File: src/verilog/udp_conn_pkg.sv
// UDP connection shared definitions
`default_nettype none

package udp_conn_pkg;

    typedef logic [7:0]  byte_t;
    typedef logic [15:0] port_t;
    typedef logic [31:0] ip_addr_t;
    typedef logic [15:0] udp_len_t;

    localparam int UDP_HDR_BYTES   = 8;
    localparam int TX_TTL          = 64;
    localparam int RX_FIFO_DEPTH   = 2048;
    localparam int TX_FIFO_DEPTH   = 2048;
    localparam int LEN_QUEUE_DEPTH = 16;

    // One byte beat of a valid/ready stream, user flags a bad frame
    typedef struct packed {
        byte_t data;
        logic  last;
        logic  user;
    } axis_beat_t;

    typedef struct packed {
        ip_addr_t src_ip;
        ip_addr_t dst_ip;
        port_t    src_port;
        port_t    dst_port;
        udp_len_t length;
    } udp_rx_hdr_t;

    typedef struct packed {
        logic [7:0] ttl;
        ip_addr_t   src_ip;
        ip_addr_t   dst_ip;
        port_t      src_port;
        port_t      dst_port;
        udp_len_t   length;
    } udp_tx_hdr_t;

    typedef struct packed {
        ip_addr_t local_ip;
        port_t    rx_port;
        port_t    tx_src_port;
        port_t    tx_dst_port;
        ip_addr_t tx_dst_ip;
    } udp_cfg_t;

    // Literals carry a prefix since both machines share this scope
    typedef enum logic [1:0] {
        FLT_IDLE,
        FLT_PASS,
        FLT_DROP
    } filter_state_t;

    typedef enum logic [1:0] {
        TX_IDLE,
        TX_HDR,
        TX_PAYLOAD
    } tx_state_t;

endpackage

`default_nettype wire

File: src/verilog/udp_rx_port_filter.sv
// UDP receive port filter
`timescale 1ns/100ps
`default_nettype none

module udp_rx_port_filter import udp_conn_pkg::*; (
    input  wire logic        clk,
    input  wire logic        rst,
    input  wire port_t       rx_port,
    input  wire udp_rx_hdr_t hdr,
    input  wire logic        hdr_valid,
    output logic             hdr_ready,
    input  wire axis_beat_t  in_beat,
    input  wire logic        in_valid,
    output logic             in_ready,
    output axis_beat_t       fifo_beat,
    output logic             fifo_valid,
    input  wire logic        fifo_ready
);

    filter_state_t state;

    // Header only accepted between datagrams
    assign hdr_ready = (state == FLT_IDLE);

    always_comb begin
        fifo_beat  = in_beat;
        fifo_valid = 1'b0;
        in_ready   = 1'b0;
        case (state)
            FLT_PASS: begin
                fifo_valid = in_valid;
                in_ready   = fifo_ready;
            end
            FLT_DROP: begin
                in_ready = 1'b1;
            end
            default: begin
                in_ready = 1'b0;
            end
        endcase
    end

    always_ff @(posedge clk) begin
        if (rst) begin
            state <= FLT_IDLE;
        end else begin
            case (state)
                FLT_IDLE: begin
                    if (hdr_valid) begin
                        state <= (hdr.dst_port == rx_port) ? FLT_PASS : FLT_DROP;
                    end
                end
                FLT_PASS, FLT_DROP: begin
                    if (in_valid && in_ready && in_beat.last) begin
                        state <= FLT_IDLE;
                    end
                end
                default: begin
                    state <= FLT_IDLE;
                end
            endcase
        end
    end

    // No second header until the current payload has ended
    hdr_once_per_datagram: assert property (
        @(posedge clk) disable iff (rst)
        (hdr_valid && hdr_ready) |=> !hdr_ready
    ) else $error("rx header accepted while payload pending");

    // Mid-datagram beats keep the header side closed
    hdr_ready_only_idle: assert property (
        @(posedge clk) disable iff (rst)
        (in_valid && in_ready && !in_beat.last) |=> !hdr_ready
    ) else $error("rx hdr_ready high outside IDLE");

endmodule

`default_nettype wire

File: config.mk
export PLATFORM = sky130hd
export DESIGN_NAME = udp_rx_port_filter
export DESIGN_NICKNAME = d
export VERILOG_FILES = /design/src/verilog/udp_conn_pkg.sv /design/src/verilog/udp_rx_port_filter.sv
export SDC_FILE = /design/constraint.sdc
export NUM_CORES = 1
export LEC_CHECK = 0
export CAP_MARGIN = 20
export CORE_AREA = 2 2 60 62
export DETAILED_ROUTE_END_ITERATION = 7
export DIE_AREA = 0 0 62 64
export DONT_BUFFER_PORTS = 1
export PLACE_DENSITY_LB_ADDON = 0.05
export SLEW_MARGIN = 20
export SYNTH_ARGS = -nofsm -noshare
export SYNTH_HDL_FRONTEND = slang
export SYNTH_SLANG_ARGS = --single-unit
File: constraint.sdc
create_clock -name clk -period 1.9 [get_ports clk]
set_clock_uncertainty 0.15 [all_clocks]
set_input_delay 0 -clock clk [delete_from_list [all_inputs] [get_ports clk]]
set_output_delay 0 -clock clk [all_outputs]
set_load 0.01 [all_outputs]
-- Word-level counts from Yosys, hierarchy flattened
Index checks and enable logic that the tools add are counted.
- memories kept: 0
- memory bits (writable): 0
- memory bits (read-only): 0
- register bits: 2
- bits of input ports: 143
- latch bits: 0
- output and inout bits: 13
- logic and storage cells: 17
- multipliers: 0
- multiplexer cells: 6
- div/mod/pow operators: 0
- bitwise gates (word level): 0
- eq/ne operators: 5
- shift-type cells: 0
- $lt $le $gt $ge: 0
- reduce and logical (&&, ||, !) cells: 5
- $add $sub $neg: 0
- operators by type and width (operator ; count):
    16-bit equality test ; 1
    2-bit 2-to-1 mux ; 3
    2-bit != test (second input constant) ; 2
    2-bit case mux with 2 select lines ; 1
    2-bit by 1-bit equality test with 1-bit output (second input constant) ; 1
    2-bit equality test (second input constant) ; 1
    1-bit logical AND ; 2
    2-bit zero test ; 1
    1-bit case mux with 2 select lines ; 1
    2-bit AND reduction ; 1
    2-bit OR reduction ; 1
    1-bit 2-to-1 mux ; 1

-- Depth between registers and ports, before layout
- word-level depth: 6
- depth in mapped cells: 6
- depth with buffers taken out: 6

-- Worst setup path after synthesis
No wires, ideal clock.
- path kind: flip-flop to flip-flop
- from: reg state[1]
- to: reg state[1]
- arrival: 1.150 ns
- cell stages (with the launch flop): 7
- path slack: 0.482 ns
- data required time: 1.633 ns
- clock period less this slack: 1.418 ns
- path buffers: 0
- setup time: 0.117 ns
- cells stage by stage: dfxtp_1 inv_1 ha_1 a21oi_1 o21ai_0 a21oi_1 a32o_2
- longest elaborated chain between the ends: 6
- elaborated cells between the ends (all ways): 11
- classes of those cells: eq/ne (4); mux (2); reduce/logical (5)
- RTL lines (what ; RTL line ; RTL):
    from (decl) ; udp_rx_port_filter.sv:20 ; filter_state_t state;
    from (signal assigned) ; udp_rx_port_filter.sv:50 ; state <= (hdr.dst_port == rx_port) ? FLT_PASS : FLT_DROP;
    2-bit equality test / 2-bit by 1-bit equality test with 1-bit output (equally long branches) ; udp_rx_port_filter.sv:29, udp_rx_port_filter.sv:47 ;
    1-bit case mux with 2 select lines ; udp_rx_port_filter.sv:29 ; case (state)
    1-bit logical AND (2 in a row) ; udp_rx_port_filter.sv:54 ; if (in_valid && in_ready && in_beat.last) begin
    2-bit != test (no line) ; n/a ;
    2-bit AND reduction (no line) ; n/a ;
Parallel ways exist; a longest one is shown, timed or not.
A chain may end at the register's enable or synchronous reset.

-- Final worst setup path
Same ends and word-level chain as after synthesis.

==> results.txt <==
The via-per-instance ratio came out at 3.475. The maximum VDD drop came out at 77.49 µV. The number of detailed-routing iterations run before antenna repair came out at 4. The via count of the first global-routing pass was 334. The setup slack of the worst register-to-register path came out at 0.31 ns. The fraction of layout instances using a drive strength above 1 came out at 0.1455.

The top cell types in the final layout, fill and taps aside, are sky130_fd_sc_hd__xor2_1 (16), sky130_fd_sc_hd__dlygate4sd3_1 (12), sky130_fd_sc_hd__nor4_2 (4). The die extent in x came out at 62 µm. The deepest clock path buffer count came out at 2. By area, the combinational part of the netlist is dominated by XOR/XNOR gates. The starting utilization of the core area is 0.1295. The final routed DRC violation total is 0.

At the end of the flow, the number of nets in the layout was 203. The synthesized-area fraction occupied by adder cells came out at 0.08824. The height of the chip came out at 64 µm. The weighted congestion reported at the end of routability-driven placement is 0.5463. The post-synthesis to final-layout area growth came out at 29.41%. The top register by number of flip-flops is state. Once layout is complete, the cells apart from fillers number 101. The post-cts gate resize count came out at 0. The number of standard-cell rows in the floorplan came out at 21. The data required time at the worst endpoint is 1.86 ns. The die covers 3968 µm². At the pin with the least slew margin, the transition time is 0.3371 ns. In this run the static leakage power is 0.2040 nW.

The worst setup path is launched from a flop. The ratio of final minimum period to clock period is 0.8354. The buffer count from post-CTS setup fixing is 0. The flip-flop count of the largest register, all copies and words added is 2. The final global-route overflow total came out at 0.

The final design utilization is 0.1676. The largest registers in the layout are state x2. Setup violations remaining at the end of the flow were counted as 0. The xor-xnor portion of the synthesized cell area came out at 0.3294. The average wire length per cell after detail routing came out at 10.34 µm. The number of ports placed on the die boundary came out at 156.

Based on the critical path, the design can be clocked at up to 630.0 MHz. The mux contribution to synthesized area came out at 0. The synthesized net count came out at 196.

The placeable core region came out at 3284 µm². The first-pass GRT wire length is 1386 µm. The share of the Yosys chip area taken by registers is 0.09412.

The worst setup path is of the flop to flop kind. The relative slew slack is 0.7729. Clock-pin slew was measured on the worst setup and hold paths at 0.03 ns. The data arrival time at the worst-slack endpoint came out at 1.54 ns.

The min-delay analysis places its worst path in the category primary input to output port. Dividing total power by cell area gives a power density of 410.0 nW/µm². The run finished with clean final reports. The total of warnings raised by yosys is 0. The number of buffers inserted for hold repair after clock tree synthesis came out at 12. The TritonCTS buffer count came out at 3. The HPWL reported at the end of detailed placement is 917.4 µm.

The cell count after synthesis came out at 50. The number of max-slew violations in the final report came out at 0. Leaving out fill and tap cells, the most frequent cell in the layout is sky130_fd_sc_hd__xor2_1. The post-route antenna net violation count is 0. The number of maximum-capacitance violations is 0. The latest clock arrival within the worst-skew pair came out at 0.22 ns. Entering global routing, the biggest net connects 4 pins. The completed layout was analyzed and its total power is 0.2257 mW. Setup repair after global routing left no endpoint under its margin. The number of different library cells in the post-synthesis netlist is 16.

The number of antenna diodes in the final layout is 0. The wire length reported by the detailed router came out at 1044 µm. The number of port buffers is 0. The area fraction in compound gates after synthesis came to 0.08235.

The number of clock sinks came out at 2. The global routing usage summed across all routing layers came out at 0.05071. Including well taps, the total number of placed cells is 86. The total number of vias came out at 351. The sort of element at the end of the critical path is a flop. The largest fanout on the critical path is 3.

The TritonCTS clock tree is done. The root buffer cell chosen for the clock tree is sky130_fd_sc_hd__clkbuf_4. Of the total synthesized cell area, the portion taken by AND, OR, NAND and NOR gates is 0.2118. The synthesized area is 425.4 µm². On the final layout, the worst hold slack is 0.008495 ns. The average cell area after synthesis is 8.508 µm². The H-tree depth reported by CTS came out at 1. The worst path in the final design needs a cycle of 1.587 ns, including I/O delays and setup. The number of antenna violations at the first check in global routing is 0. The final-layout setup total negative slack came out at 0 ns. The number of design-rule violations left by the first detailed-router iteration came out at 4.

The number of hold violations in the final report is 0. Synthesis inferred 2 register bits.
worst paths after layout:
kind | from | to | cells past startpoint
max | state[1] | state[1] | 6
min | in_valid | fifo_valid | 1
max reg2reg | state[1] | state[1] | 6
min reg2reg | state[1] | state[1] | 1
worst max-delay path, cell delays in order, from the launching register on:
cell and delay [ns]:
sky130_fd_sc_hd__dfxtp_1 0.31, sky130_fd_sc_hd__inv_1 0.08, sky130_fd_sc_hd__ha_1 0.16, sky130_fd_sc_hd__a21oi_1 0.08, sky130_fd_sc_hd__o21ai_0 0.31, sky130_fd_sc_hd__a21oi_1 0.15, sky130_fd_sc_hd__a32o_2 0.24
kinds of logic after synthesis:
| logic type | count (synthesis) |
|---|---|
| xor gates and xnor gates | 16 |
| buffers and inverters | 12 |
| and+or+nand+nor | 12 |
| AOI/OAI and AO/OA | 5 |
| adders and majority gates | 3 |
| DFF | 2 |
cell usage after synthesis:
cell type	number	area, µm²
sky130_fd_sc_hd__nor4_2	4	50.05
sky130_fd_sc_hd__nor2b_1	1	6.260
sky130_fd_sc_hd__a21oi_1	2	10.01
sky130_fd_sc_hd__o21ai_0	1	5.000
sky130_fd_sc_hd__a32o_2	1	11.26
sky130_fd_sc_hd__ha_1	3	37.54
sky130_fd_sc_hd__nor2_1	1	3.750
sky130_fd_sc_hd__dfxtp_1	2	40.04
sky130_fd_sc_hd__buf_4	10	75.07
sky130_fd_sc_hd__nand4_1	1	6.260
sky130_fd_sc_hd__o2bb2ai_1	1	8.760
sky130_fd_sc_hd__inv_1	2	7.510
sky130_fd_sc_hd__nand2_1	3	11.26
sky130_fd_sc_hd__nand2b_1	1	6.260
sky130_fd_sc_hd__xor2_1	16	140.1
sky130_fd_sc_hd__and2_1	1	6.260
layer usage:
layer	part of all wire	GRT usage
met4	0.014	0.03989
met2	0.49	0.07682
met3	0.19	0.03036
met1	0.30	0.04739
met5	0	0
where the power goes:
| group | internal (mW) | switching, mW | leakage [nW] |
|---|---|---|---|
| clock | 0.0695 | 0.0223 | 0.0138 |
| sequential | 0.0450 | 0.00211 | 0.0163 |
| combinational | 0.0458 | 0.0410 | 0.174 |
final cells by class:
type	count	area, µm²
timing repair buffer	12	120.1
sequential	2	40.04
inverter	2	7.507
tap	46	57.56
clock buffer	3	22.52
fill	371	2734
multi-input combinational	36	302.8
metrics by stage:
stage               setup slack (ns)  instance area (µm²)
floorplan                     0.4823                425.4
global placement              0.2451                407.9
detailed placement            0.2736                407.9
CTS                           0.2702                550.5
global route                  0.1836                550.5
finish                        0.3128                550.5
(Power assumes the default switching activity.)
