<file path="src/verilog/udp_conn_pkg.sv">
// UDP connection shared definitions
`default_nettype none

package udp_conn_pkg;

    typedef logic [7:0]  byte_t;
    typedef logic [15:0] port_t;
    typedef logic [31:0] ip_addr_t;
    typedef logic [15:0] udp_len_t;

    localparam int UDP_HDR_BYTES   = 8;
    localparam int TX_TTL          = 64;
    localparam int RX_FIFO_DEPTH   = 2048;
    localparam int TX_FIFO_DEPTH   = 2048;
    localparam int LEN_QUEUE_DEPTH = 16;

    // One byte beat of a valid/ready stream, user flags a bad frame
    typedef struct packed {
        byte_t data;
        logic  last;
        logic  user;
    } axis_beat_t;

    typedef struct packed {
        ip_addr_t src_ip;
        ip_addr_t dst_ip;
        port_t    src_port;
        port_t    dst_port;
        udp_len_t length;
    } udp_rx_hdr_t;

    typedef struct packed {
        logic [7:0] ttl;
        ip_addr_t   src_ip;
        ip_addr_t   dst_ip;
        port_t      src_port;
        port_t      dst_port;
        udp_len_t   length;
    } udp_tx_hdr_t;

    typedef struct packed {
        ip_addr_t local_ip;
        port_t    rx_port;
        port_t    tx_src_port;
        port_t    tx_dst_port;
        ip_addr_t tx_dst_ip;
    } udp_cfg_t;

    // Literals carry a prefix since both machines share this scope
    typedef enum logic [1:0] {
        FLT_IDLE,
        FLT_PASS,
        FLT_DROP
    } filter_state_t;

    typedef enum logic [1:0] {
        TX_IDLE,
        TX_HDR,
        TX_PAYLOAD
    } tx_state_t;

endpackage

`default_nettype wire

</file>
<file path="src/verilog/udp_tx_header_gen.sv">
// UDP transmit header generator
`timescale 1ns/100ps
`default_nettype none

module udp_tx_header_gen import udp_conn_pkg::*; (
    input  wire logic       clk,
    input  wire logic       rst,
    input  wire udp_cfg_t   cfg,
    input  wire udp_len_t   frame_len,
    input  wire logic       frame_len_valid,
    input  wire axis_beat_t in_beat,
    input  wire logic       in_valid,
    output logic            in_ready,
    output udp_tx_hdr_t     hdr,
    output logic            hdr_valid,
    input  wire logic       hdr_ready,
    output axis_beat_t      out_beat,
    output logic            out_valid,
    input  wire logic       out_ready
);

    tx_state_t state;

    assign hdr_valid = (state == TX_HDR);

    // Payload only flows after its header went out
    assign out_beat  = in_beat;
    assign out_valid = in_valid && (state == TX_PAYLOAD);
    assign in_ready  = out_ready && (state == TX_PAYLOAD);

    always_ff @(posedge clk) begin
        if (state == TX_IDLE && frame_len_valid) begin
            hdr.ttl      <= 8'(TX_TTL);
            hdr.src_ip   <= cfg.local_ip;
            hdr.dst_ip   <= cfg.tx_dst_ip;
            hdr.src_port <= cfg.tx_src_port;
            hdr.dst_port <= cfg.tx_dst_port;
            hdr.length   <= frame_len;
        end
    end

    always_ff @(posedge clk) begin
        if (rst) begin
            state <= TX_IDLE;
        end else begin
            case (state)
                TX_IDLE: begin
                    if (frame_len_valid) begin
                        state <= TX_HDR;
                    end
                end
                TX_HDR: begin
                    if (hdr_ready) begin
                        state <= TX_PAYLOAD;
                    end
                end
                TX_PAYLOAD: begin
                    if (in_valid && out_ready && in_beat.last) begin
                        state <= TX_IDLE;
                    end
                end
                default: begin
                    state <= TX_IDLE;
                end
            endcase
        end
    end

    // Next frame waits for its own header
    no_payload_before_hdr: assert property (
        @(posedge clk) disable iff (rst)
        (out_valid && out_ready && out_beat.last) |=> !out_valid
    ) else $error("tx payload outside PAYLOAD state");

    // Length of the pending header stays queued until its payload is read
    hdr_length_queued: assert property (
        @(posedge clk) disable iff (rst)
        hdr_valid |-> frame_len_valid
    ) else $error("tx header pending without queued frame");

endmodule

`default_nettype wire

</file>
<file path="config.mk">
export PLATFORM = sky130hd
export DESIGN_NAME = udp_tx_header_gen
export DESIGN_NICKNAME = d
export VERILOG_FILES = /design/src/verilog/udp_conn_pkg.sv /design/src/verilog/udp_tx_header_gen.sv
export SDC_FILE = /design/constraint.sdc
export NUM_CORES = 1
export LEC_CHECK = 0
export ABC_CLOCK_PERIOD_IN_PS = 14100
export BUFFER_PORTS_ARGS = -buffer_cell sky130_fd_sc_hd__buf_2
export CAP_MARGIN = 20
export CORE_ASPECT_RATIO = 0.75
export CORE_MARGIN = 2
export CORE_UTILIZATION = 35
export CTS_CLUSTER_SIZE = 10
export DETAILED_ROUTE_END_ITERATION = 7
export PLACE_DENSITY_LB_ADDON = 0.08
export SYNTH_ARGS = -nofsm -noshare
export SYNTH_HDL_FRONTEND = slang
export SYNTH_SLANG_ARGS = --single-unit
</file>
<file path="constraint.sdc">
create_clock -name clk -period 14.1 [get_ports clk]
set_clock_uncertainty 0.2 [all_clocks]
set_input_delay 1.41 -clock clk [delete_from_list [all_inputs] [get_ports clk]]
set_output_delay 1.41 -clock clk [all_outputs]
set_load 0.02 [all_outputs]
</file>
Word-level counts from Yosys, hierarchy flattened
Index checks and enable logic that the tools add are counted.
Word-level totals
  register bits after elaboration: 114
  bits of input ports: 144
  output and inout bits: 133
Operators by class
  equal/unequal tests: 5
  mux-type cells: 4
  reductions and logical operators: 7
Operators by type and width (number)
  $mux 2: 3
  $pmux 2 s3: 1
  $logic_and 1x1->1: 5
  $ne 2x1->1 const B: 2
  $reduce_and 3->1: 1
  $eq 2x1->1 const B: 1
  $eq 2x2->1 const B: 1
  $logic_not 2->1: 1
  $ne 2x2->1 const B: 1

Depth between registers and ports, before layout
Gate-level depths: netlist (run 1).
  depth after elaboration: 4
  gate-level depth with buffers: 2

Worst setup path before layout (run 1)
No wires, ideal clock.
  kind: input to register
  start: input port frame_len_valid
  end: register hdr[0] (netlist bit), enable pin
  setup time: 0.564 ns
  arrival time: 5.674 ns
  setup slack: 7.662 ns
  stages on the path: 1
  cell sequence: nor3b_2
On the way
  longest elaborated chain between the ends: 1
Ends and longest elaborated chain
  start: declaration: line udp_tx_header_gen.sv:10  | input wire logic frame_len_valid,
  $logic_and 1x1->1: line udp_tx_header_gen.sv:32  | if (state == TX_IDLE && frame_len_valid) begin
  end: declaration: line udp_tx_header_gen.sv:14  | output udp_tx_hdr_t hdr,
Every way passes these cells.
A chain may end at the register's enable or synchronous reset.

Worst setup path after layout (run 1)
  start: input port frame_len_valid
  end: register hdr[23] (netlist bit), enable pin
The elaborated chain is that of the path after synthesis.

==> results of run 1 <==
-- per-layer routing --
metal  up-vias  track usage, %  wire, um  part of all wire [%]
met4         0            9.39       172                   2.1
li1       1023               -         -                     -
met2       148            22.6      3840                    48
met5         -               0         0                     0
met1      1010            15.2      2920                    36
met3        21            8.08      1080                    13
-- registers in the layout (all words and copies together) (netlist names) --
name,count
hdr,112
state,2
-- tightest hold or removal path, cell delays in order, from the launching register on --
cell and delay (ns):
dfxtp_1 0.38, nor2b_2 0.15, a32o_2 0.17
-- path summary, 6_finish.rpt --
| kind | startpoint | endpoint | slack [ns] | cells after the start |
|---|---|---|---|---|
| worst min register to register | state[1] | state[1] | 0.53 | 2 |
| worst max-delay path | frame_len_valid | hdr[23] | 10.35 | 4 |
| worst min-delay path | state[1] | state[1] | 0.53 | 2 |
| worst max register to register | state[1] | hdr[23] | 11.02 | 3 |
-- layout by cell type (no fill, tap or decap), types with 2 or more instances in the layout --
cell type	netlist	layout
nor3b_1	2	2
conb_1	2	8
clkinv_1	0	6
clkinv_2	0	3
dfxtp_1	2	2
clkbuf_16	0	17
buf_4	18	2
and3b_1	2	2
buf_2	0	234
bufinv_16	0	2
edfxtp_1	112	112
-- per-stage QoR --
| stage | area, um2 | hold WS, ns |
|---|---|---|
| 6_report | 5400 | 0.525 |
| 5_1_grt | 5400 | 0.558 |
| 4_1_cts | 5400 | 0.520 |
| 3_5_place_dp | 4880 | 0.503 |
| 3_3_place_gp | 4880 | 0.486 |
| 2_1_floorplan | 3650 | 0.445 |
-- power breakdown --
group / switching (W) / leakage (nW) / internal (W)
logic: 0.0000561 / 1.00 / 0.0000279
clock network: 0.000131 / 0.260 / 0.000251
registers: 0.00000545 / 1.09 / 0.000403
-- cells by family after synthesis --
group                  count (synthesis)  synth area share [%]
other                                  2                 0.207
buffers and inverters                 19                  3.83
DFF                                  114                  93.8
and+or+nand+nor                        7                  1.62
AOI/OAI and AO/OA                      2                 0.517
-- cell type report --
class                   instances  share of cell area (%)
multi-input cells              17                    2.11
well taps                     136                    3.15
clock buffers                  18                    7.94
clock inverters                11                    1.81
inverters                       1                  0.0695
flip-flops and latches        114                    63.0
repair buffers                236                    21.9
==> results.json, run 1 <==
{
  "path_cells": "buf_2 -> nor3b_4 -> buf_4 -> buf_4",
  "root_buffer": "clkbuf_16",
  "synth_cell_types": 12,
  "worstSetupStartpointType": "input port",
  "die-width_um": 122,
  "setup_slack_ns": 10.35,
  "die_h_um": 92.2,
  "seqCellArea_um2": 3400,
  "drtIter0Drc": 151,
  "synthTopCellsByCount": "edfxtp_1 (112), buf_4 (18)",
  "synth_flop_cell": "edfxtp_1",
  "outcome": "complete, no violations",
  "yosysTopAreaCell": "edfxtp_1",
  "post-route-min-period_ns": 3.75,
  "p_per_area_nw_per_um2": 162,
  "post_cts_resize_count": 0,
  "worst_ep_arrival_time_ns": 3.57,
  "worst_ep_required_time_ns": 13.93,
  "portBuffers": 234,
  "power_w": 0.000875,
  "synth-edff-count": 112,
  "setup_violations": 0,
  "hold_class": "flop to flop",
  "row_count": 32,
  "path_delay_family": "buffers and inverters",
  "gp_congestion": 0.727,
  "vias_per_cell": 4.13,
  "cts_buffer_depth": 2,
  "nets": 531,
  "ant_nets": 0,
  "post_drt_wl_per_cell_um": 15.0,
  "fmax_mhz": 267,
  "crit_type": "input port to flop",
  "path_buf_inv": 3,
  "avgSynthCellArea_um2": 25.2,
  "ys_async_sr_fraction_pct": 0,
  "io_pins": 277,
  "fin_util_pct": 53.1,
  "cpMaxStageDelayCell": "nor3b_4",
  "core-area_um2": 10200,
  "cts.sinks": 114,
  "synth.most_common_cell": "edfxtp_1",
  "dp_hpwl_um": 6010,
  "finalSetupTns_ns": 0,
  "fill_cells": 889,
  "stdcell_count": 533,
  "grt_pass1_vias": 2160,
  "cts_tree": "done",
  "syn_area_um2": 3630,
  "synth_top_area_share_pct": 92.7,
  "htreeDepth": 4,
  "grt.total_usage_pct": 14.5,
  "dpl_worst_slack_ns": 9.88,
  "hold_buffers": 0,
  "dr.pass1.iters": 4,
  "die-area_um2": 11200,
  "drc_errors": 0,
  "synth-seq-cells": 114,
  "overflow": 0,
  "cp_max_fo": 59,
  "yosys-top-cells-area": "edfxtp_1 (93%), buf_4 (3.7%), dfxtp_1 (1.1%)",
  "synthToLayoutAreaGrowth_pct": 49.0,
  "grt_first_pass_wirelength_um": 11500,
  "cap_violations": 0,
  "yosys_warnings": 0,
  "worstMarginPinSlew_ns": 1.04,
  "path_clk_slew_ns": 0.05,
  "finalHoldViolCount": 0,
  "synthCells": 144,
  "cts_setup_buffers": 0,
  "antenna_found_initial": 0,
  "seq_area_frac_synth_pct": 93.8,
  "period_share_pct": 26.6,
  "crit_path_end_kind": "flop",
  "diodes": 0,
  "relSlewSlack_pct": 30.4,
  "finalMaxSlewViolations": 0,
  "drt-total-wl_um": 8000,
  "ir_drop_mv": 0.0849,
  "cts_buffers": 17,
  "multiInputGateArea_um2": 114,
  "routed-via-count": 2202,
  "placedCellCount": 504,
  "final_layout_size_suffix_gt1_share_pct": 65.7,
  "grt_max_degree": 60,
  "clk_latency_ns": 0.40,
  "max_stage_delay_ns": 0.84,
  "rsz0062_at_grt": "no",
  "start_util_pct": 35.7,
  "leakagePower_nw": 2.35,
  "crit_path_frequent_cell": "buf_4"
}
Note: power is estimated with default switching activity, not from simulation.
==> inputs of run 2 (changes only) <==
--- a/config.mk
+++ b/config.mk
@@ -5,7 +5,7 @@
 export SDC_FILE = /design/constraint.sdc
 export NUM_CORES = 1
 export LEC_CHECK = 0
-export ABC_CLOCK_PERIOD_IN_PS = 14100
+export ABC_CLOCK_PERIOD_IN_PS = 3640
 export BUFFER_PORTS_ARGS = -buffer_cell sky130_fd_sc_hd__buf_2
 export CAP_MARGIN = 20
 export CORE_ASPECT_RATIO = 0.75
==> constraint.sdc (replaced) <==
create_clock -name clk -period 3.64 [get_ports clk]
set_clock_uncertainty 0.2 [all_clocks]
set_input_delay 0.364 -clock clk [delete_from_list [all_inputs] [get_ports clk]]
set_output_delay 0.364 -clock clk [all_outputs]
set_load 0.02 [all_outputs]
==> run 2 against run 1 <==
Compared with the run above:
- the run now fails in clock tree synthesis
- synthesized area unchanged
- synthesized cell count unchanged
==> results.json, run 2 <==
{
  "outcome": "aborted with a tool error",
  "outcome.stop_stage": "clock tree synthesis",
  "first-error": "[ERROR RSZ-0060] Max buffer count reached.",
  "post_cts_resize_count": 0,
  "cts.sinks": 114,
  "root_buffer": "clkbuf_16",
  "cts_buffers": 17,
  "row_count": 32,
  "avgSynthCellArea_um2": 25.2,
  "synth_flop_cell": "edfxtp_1",
  "hold_buffers": 108,
  "seq_area_frac_synth_pct": 93.8,
  "synth_top_area_share_pct": 92.7,
  "yosys_warnings": 0,
  "yosysTopAreaCell": "edfxtp_1",
  "synth-seq-cells": 114,
  "die-width_um": 122,
  "synthTopCellsByCount": "edfxtp_1 (112), buf_4 (18)",
  "synthCells": 144,
  "synth.most_common_cell": "edfxtp_1",
  "start_util_pct": 35.7,
  "dpl_worst_slack_ns": 1.81,
  "cts_setup_buffers": 0,
  "gp_congestion": 0.718,
  "syn_area_um2": 3630,
  "portBuffers": 234,
  "yosys-top-cells-area": "edfxtp_1 (93%), buf_4 (3.7%), dfxtp_1 (1.1%)",
  "die_h_um": 92.2,
  "io_pins": 277,
  "synth-edff-count": 112,
  "cts_buffer_depth": 2,
  "htreeDepth": 4,
  "ys_async_sr_fraction_pct": 0,
  "synth_cell_types": 12
}
## run 2: logic make-up after synthesis
logic type	synth area share, %
flops	93.8
buf+inv	3.83
simple gates	1.62
compound gates	0.517
other cells	0.207
## run 2: metrics by stage
stage	std cells	area, um2	hold WS [ns]
floorplan	150	3660	0.263
global placement	504	4880	0.340
detailed placement	504	4880	0.342
==> inputs of run 3 (changes only) <==
--- a/config.mk
+++ b/config.mk
@@ -8,12 +8,10 @@
 export ABC_CLOCK_PERIOD_IN_PS = 3640
 export BUFFER_PORTS_ARGS = -buffer_cell sky130_fd_sc_hd__buf_2
 export CAP_MARGIN = 20
-export CORE_ASPECT_RATIO = 0.75
 export CORE_MARGIN = 2
-export CORE_UTILIZATION = 35
-export CTS_CLUSTER_SIZE = 10
+export CORE_UTILIZATION = 20
 export DETAILED_ROUTE_END_ITERATION = 7
-export PLACE_DENSITY_LB_ADDON = 0.08
+export PLACE_DENSITY_LB_ADDON = 0.15
 export SYNTH_ARGS = -nofsm -noshare
 export SYNTH_HDL_FRONTEND = slang
 export SYNTH_SLANG_ARGS = --single-unit
==> run 3 against run 2 <==
Compared with the run above:
- the run now ends clean
==> results.json, run 3 (synthesis gave the netlist of run 1 again) <==
{
  "dr.pass1.iters": 4,
  "design_area_um2": 6820,
  "drtIter0Drc": 104,
  "crit_type": "flop to flop",
  "gp_congestion": 0.719,
  "cts_buffer_depth": 2,
  "dpl_cell_area_um2": 4990,
  "cpMaxStageDelayCell": "buf_4",
  "worstSetupStartpointType": "flop",
  "clk_latency_ns": 0.40,
  "reg_top3": "hdr: 112 flops, state: 2 flops",
  "cts.sinks": 114,
  "hold_class": "input port to flop",
  "cp_max_fo": 60,
  "grt_pass1_vias": 2910,
  "antenna_found_initial": 0,
  "post-route-min-period_ns": 1.82,
  "relSlewSlack_pct": 48.7,
  "final_common_cell": "buf_2",
  "overflow": 0,
  "portBuffers": 234,
  "crit_path_end_kind": "flop",
  "holdPathStages": 3,
  "nets": 645,
  "worstMarginPinSlew_ns": 0.770,
  "timing.rr.start": "state[1]",
  "start_util_pct": 20.3,
  "setup_violations": 0,
  "dp_hpwl_um": 6660,
  "path_clk_slew_ns": 0.05,
  "ant_nets": 0,
  "drt-total-wl_um": 9510,
  "finalMaxSlewViolations": 0,
  "holdCritStartpoint": "out_ready",
  "max_stage_delay_ns": 0.61,
  "power_w": 0.00394,
  "row_count": 49,
  "r2r_slack_ns": 1.82,
  "period_share_pct": 50.0,
  "finalHoldViolCount": 0,
  "htreeDepth": 4,
  "cts_tree": "done",
  "post_drt_wl_per_cell_um": 12.8,
  "p_per_area_nw_per_um2": 577,
  "grt.total_usage_pct": 9.89,
  "leakagePower_nw": 2.90,
  "rsz0062_at_grt": "no",
  "grt_first_pass_wirelength_um": 14700,
  "root_buffer": "clkbuf_16",
  "cts_buffers": 17,
  "cts_setup_buffers": 0,
  "core-area_um2": 17900,
  "reg2reg_depth": 2,
  "die_h_um": 139,
  "most-common-layout-cells": "buf_2 (234), dlygate4sd3_1 (114), edfxtp_1 (112)",
  "routed-via-count": 2636,
  "drc_errors": 0,
  "worst_ep_arrival_time_ns": 1.65,
  "largest_register_ffs": 112,
  "diodes": 0,
  "fmax_mhz": 549,
  "outcome": "complete, no violations",
  "top_register": "hdr",
  "holdPathEnd": "state[1]",
  "die-width_um": 139,
  "final_layout_size_suffix_gt1_share_pct": 52.5,
  "synthToLayoutAreaGrowth_pct": 88.1,
  "ir_drop_mv": 0.282,
  "worst_ep_required_time_ns": 3.47,
  "die-area_um2": 19200,
  "grt_max_degree": 61,
  "cap_violations": 0,
  "vias_per_cell": 3.55,
  "rr_endpoint": "hdr[89]",
  "io_pins": 277,
  "path_cells": "nor3b_4 -> buf_4"
}
run 3: worst max-delay path by stage:
stage,from,endpoint,cells past startpoint
3_3_place_gp,frame_len_valid,hdr[63],3
2_1_floorplan,frame_len_valid,hdr[0],1
4_1_cts,state[1],hdr[100],2
3_5_place_dp,frame_len_valid,hdr[92],3
6_report,state[1],hdr[89],2
5_1_grt,state[1],hdr[89],2
run 3: metrics by stage:
step                instances  TNS, ns  util (%)  worst slack, ns  hold WS, ns
finish                    743        0      38.1             1.82       0.0614
global route              743        0      38.1             1.73       0.0712
CTS                       743        0      38.1             1.80       0.0313
detailed placement        597        0      27.9             1.74        0.342
global placement          597        0      27.9             1.76        0.341
floorplan                 150   -27.14         -           -0.241        0.263
run 3: worst max-delay path, delay by kind of cell, from the launching register on:
family	cells	cell delay (ns)
simple gates	1	0.20
buf+inv	1	0.61
flops	1	0.37
run 3: power by group:
group	internal, W	switching (W)
Sequential	0.00156	0.0000226
Clock	0.00135	0.000575
Combinational	0.000188	0.000238
Total	0.00310	0.000836
run 3: final cells by class:
cell class	instances	area [um2]
inverter	1	3.75
multi-input combinational	17	114
sequential	114	3400
timing repair buffer	350	2330
tap	229	287
clock buffer	18	429
fill	1723	11100
clock inverter	14	258
run 3: repair_timing:
item	4_1_cts	5_1_grt
resized for setup	0	0
hold buffers	114	0
endpoints found under the hold margin	114	0
run 3: layer usage:
metal	vias to the layer above	share of wire, %	global-route usage, %	wire [um]
met5	-	0	0	0
met4	0	1.6	4.94	150
li1	1258	-	-	-
met1	1233	41	11.1	3890
met2	134	49	16.4	4710
met3	11	8.1	4.07	766
==> inputs of run 4 (changes only) <==
--- a/config.mk
+++ b/config.mk
@@ -5,7 +5,8 @@
 export SDC_FILE = /design/constraint.sdc
 export NUM_CORES = 1
 export LEC_CHECK = 0
-export ABC_CLOCK_PERIOD_IN_PS = 3640
+export ABC_AREA = 1
+export ABC_CLOCK_PERIOD_IN_PS = 1500
 export BUFFER_PORTS_ARGS = -buffer_cell sky130_fd_sc_hd__buf_2
 export CAP_MARGIN = 20
 export CORE_MARGIN = 2
==> constraint.sdc (replaced) <==
create_clock -name clk -period 1.5 [get_ports clk]
set_clock_uncertainty 0.2 [all_clocks]
set_input_delay 0.15 -clock clk [delete_from_list [all_inputs] [get_ports clk]]
set_output_delay 0.15 -clock clk [all_outputs]
set_load 0.02 [all_outputs]
==> run 4 against run 3 <==
Compared with the run above:
- the run now ends with negative setup slack left
- largest power group unchanged
- wire length is 4.6% higher
- clock power up 100%
- register-to-register slack lost 1.8 ns
- die area about the same
- via count rose by 4.0%
- critical path type is now flop to output port
- global-route usage about the same
- combinational power increased to 2.8 times the previous value
- largest cell class unchanged
- utilization is 1.3 points higher
- clock-buffer cell count did not move
- non-clock buffer count grew 21
- sequential share of layout area is 1.6 points lower
==> results.json, run 4 <==
{
  "die-width_um": 139,
  "row_count": 49,
  "synth_cell_types": 10,
  "yosys_warnings": 0,
  "portBuffers": 234,
  "die-area_um2": 19200,
  "ir_drop_mv": 0.697,
  "cap_violations": 0,
  "dr.pass1.iters": 4,
  "top_register": "hdr",
  "synthCells": 153,
  "ys_async_sr_fraction_pct": 0,
  "core-area_um2": 17900,
  "crit_path_frequent_cell": "buf_6",
  "synth_top_area_share_pct": 92.8,
  "path_cells": "buf_6 -> inv_4 -> nor2_4 -> inv_2 -> nor2_2 -> buf_6",
  "gp_congestion": 0.698,
  "synthToLayoutAreaGrowth_pct": 94.6,
  "reg_top3": "hdr: 112 flops, state: 2 flops",
  "diodes": 0,
  "synthTopCellsByCount": "edfxtp_1 (112), buf_4 (18), inv_1 (7), nor2_1 (4), nand2_1 (3)",
  "antenna_found_initial": 0,
  "grt_max_degree": 47,
  "most-common-layout-cells": "buf_2 (231), dlygate4sd3_1 (118), edfxtp_1 (112)",
  "worst_ep_arrival_time_ns": 1.22,
  "period_share_pct": 104,
  "grt_first_pass_wirelength_um": 14500,
  "final_layout_size_suffix_gt1_share_pct": 52.9,
  "setup_violations": 36,
  "clk_latency_ns": 0.40,
  "largest_register_ffs": 112,
  "drtIter0Drc": 61,
  "cpMaxStageDelayCell": "dfxtp_2",
  "leakagePower_nw": 3.00,
  "finalSetupTns_ns": -0.435,
  "failed_checks": "negative setup slack",
  "p_per_area_nw_per_um2": 1270,
  "synth_flop_cell": "edfxtp_1",
  "post_drt_wl_per_cell_um": 12.9,
  "post-route-min-period_ns": 1.57,
  "grt_pass1_vias": 2984,
  "synth.most_common_cell": "edfxtp_1",
  "synth-seq-cells": 114,
  "nets": 675,
  "outcome": "complete, but fails checks",
  "die_h_um": 139,
  "fmax_mhz": 639,
  "drc_errors": 0,
  "stdcell_count": 773,
  "cp_max_fo": 2,
  "crit_type": "flop to output port",
  "grt.total_usage_pct": 9.87,
  "placedCellCount": 611,
  "root_buffer": "clkbuf_16",
  "cts_tree": "done",
  "worst_ep_required_time_ns": 1.15,
  "ant_nets": 0,
  "worstSetupStartpointType": "flop",
  "syn_area_um2": 3620,
  "setup_slack_ns": -0.0652,
  "cts_buffer_depth": 2,
  "cts_buffers": 17,
  "vias_per_cell": 3.55,
  "cts.sinks": 114,
  "yosys-top-cells-area": "edfxtp_1 (93%), buf_4 (3.7%), dfxtp_1 (1.1%)",
  "max_stage_delay_ns": 0.33,
  "rsz0062_at_grt": "yes",
  "htreeDepth": 4,
  "fill_cells": 1707,
  "seq_area_frac_synth_pct": 93.9,
  "drt-total-wl_um": 9950,
  "dp_hpwl_um": 6590,
  "crit_path_end_kind": "output port",
  "overflow": 0,
  "yosysTopAreaCell": "edfxtp_1",
  "avgSynthCellArea_um2": 23.7,
  "final_common_cell": "buf_2",
  "hold_class": "input port to output port",
  "io_pins": 277,
  "finalMaxSlewViolations": 0,
  "routed-via-count": 2742,
  "path_clk_slew_ns": 0.05,
  "start_util_pct": 20.2,
  "finalHoldViolCount": 0,
  "synth-edff-count": 112
}
-- run 4: layer usage --
| metal | routed length (um) | vias to the layer above | track usage, % |
|---|---|---|---|
| met5 | 0 | - | 0 |
| li1 | - | 1314 | - |
| met3 | 966 | 8 | 5.28 |
| met1 | 3910 | 1270 | 10.1 |
| met2 | 4950 | 150 | 16.8 |
| met4 | 121 | 0 | 4.36 |
-- run 4: logic make-up (layout without fill, tap and decap cells) --
group | count (synthesis) | in the layout | synth area share, %
other cells | 2 | 8 | 0.207
simple gates | 10 | 10 | 1.17
compound gates | 2 | 2 | 0.276
flops | 114 | 114 | 93.9
buf+inv | 25 | 410 | 4.45
-- run 4: path summary, 6_finish.rpt --
| check | start | end | slack [ns] | cells past startpoint |
|---|---|---|---|---|
| worst max-delay path | state[1] | in_ready | -0.07 | 6 |
| worst min register to register | state[0] | state[1] | 0.40 | 3 |
| worst max register to register | state[1] | hdr[100] | 0.01 | 5 |
| worst min-delay path | in_beat[2] | out_beat[2] | 0.10 | 0 |
-- run 4: through the flow --
stage	hold WS (ns)	area, um2	setup WS, ns	power [W]	util [%]
global placement	0.100	5070	0.0162	0.00474	28.3
finish	0.100	7050	-0.0652	0.00894	39.4
global route	0.100	7050	-0.148	0.00930	39.4
floorplan	0.0117	3650	-1.21	0.00437	-
detailed placement	0.100	5070	0.0235	0.00475	28.3
CTS	0.100	6850	-0.111	0.00899	38.3
-- run 4: timing repair --
action / 4_1_cts / 5_1_grt
gates resized for setup: 11 / 10
endpoints found under the setup margin: 3 / 107
endpoints found under the hold margin: 114 / 1
gates cloned: 0 / 6
pin swaps: 1 / 2
setup buffers: 1 / 5
hold buffers: 117 / 2
-- run 4: critical path: cells and delay by family (launching register included) --
kind          cells  cell delay [ns]
flops             1             0.33
buf+inv           4             0.31
simple gates      2             0.17
-- run 4: layout make-up --
class | instances | area (um2) | share of cell area [%]
flip-flops and latches | 114 | 3410 | 48.3
multi-input cells | 20 | 95.1 | 1.35
inverters | 7 | 32.5 | 0.461
well taps | 229 | 287 | 4.06
clock buffers | 18 | 429 | 6.08
repair buffers | 371 | 2660 | 37.7
clock inverters | 14 | 145 | 2.06
-- run 4: power by group --
| part | total [W] | internal (W) | switching, W | leakage [nW] |
|---|---|---|---|---|
| logic | 0.00120 | 0.000579 | 0.000622 | 1.63 |
| clock network | 0.00390 | 0.00257 | 0.00134 | 0.281 |
| registers | 0.00383 | 0.00378 | 0.0000497 | 1.09 |
| total | 0.00894 | 0.00693 | 0.00201 | 3.00 |
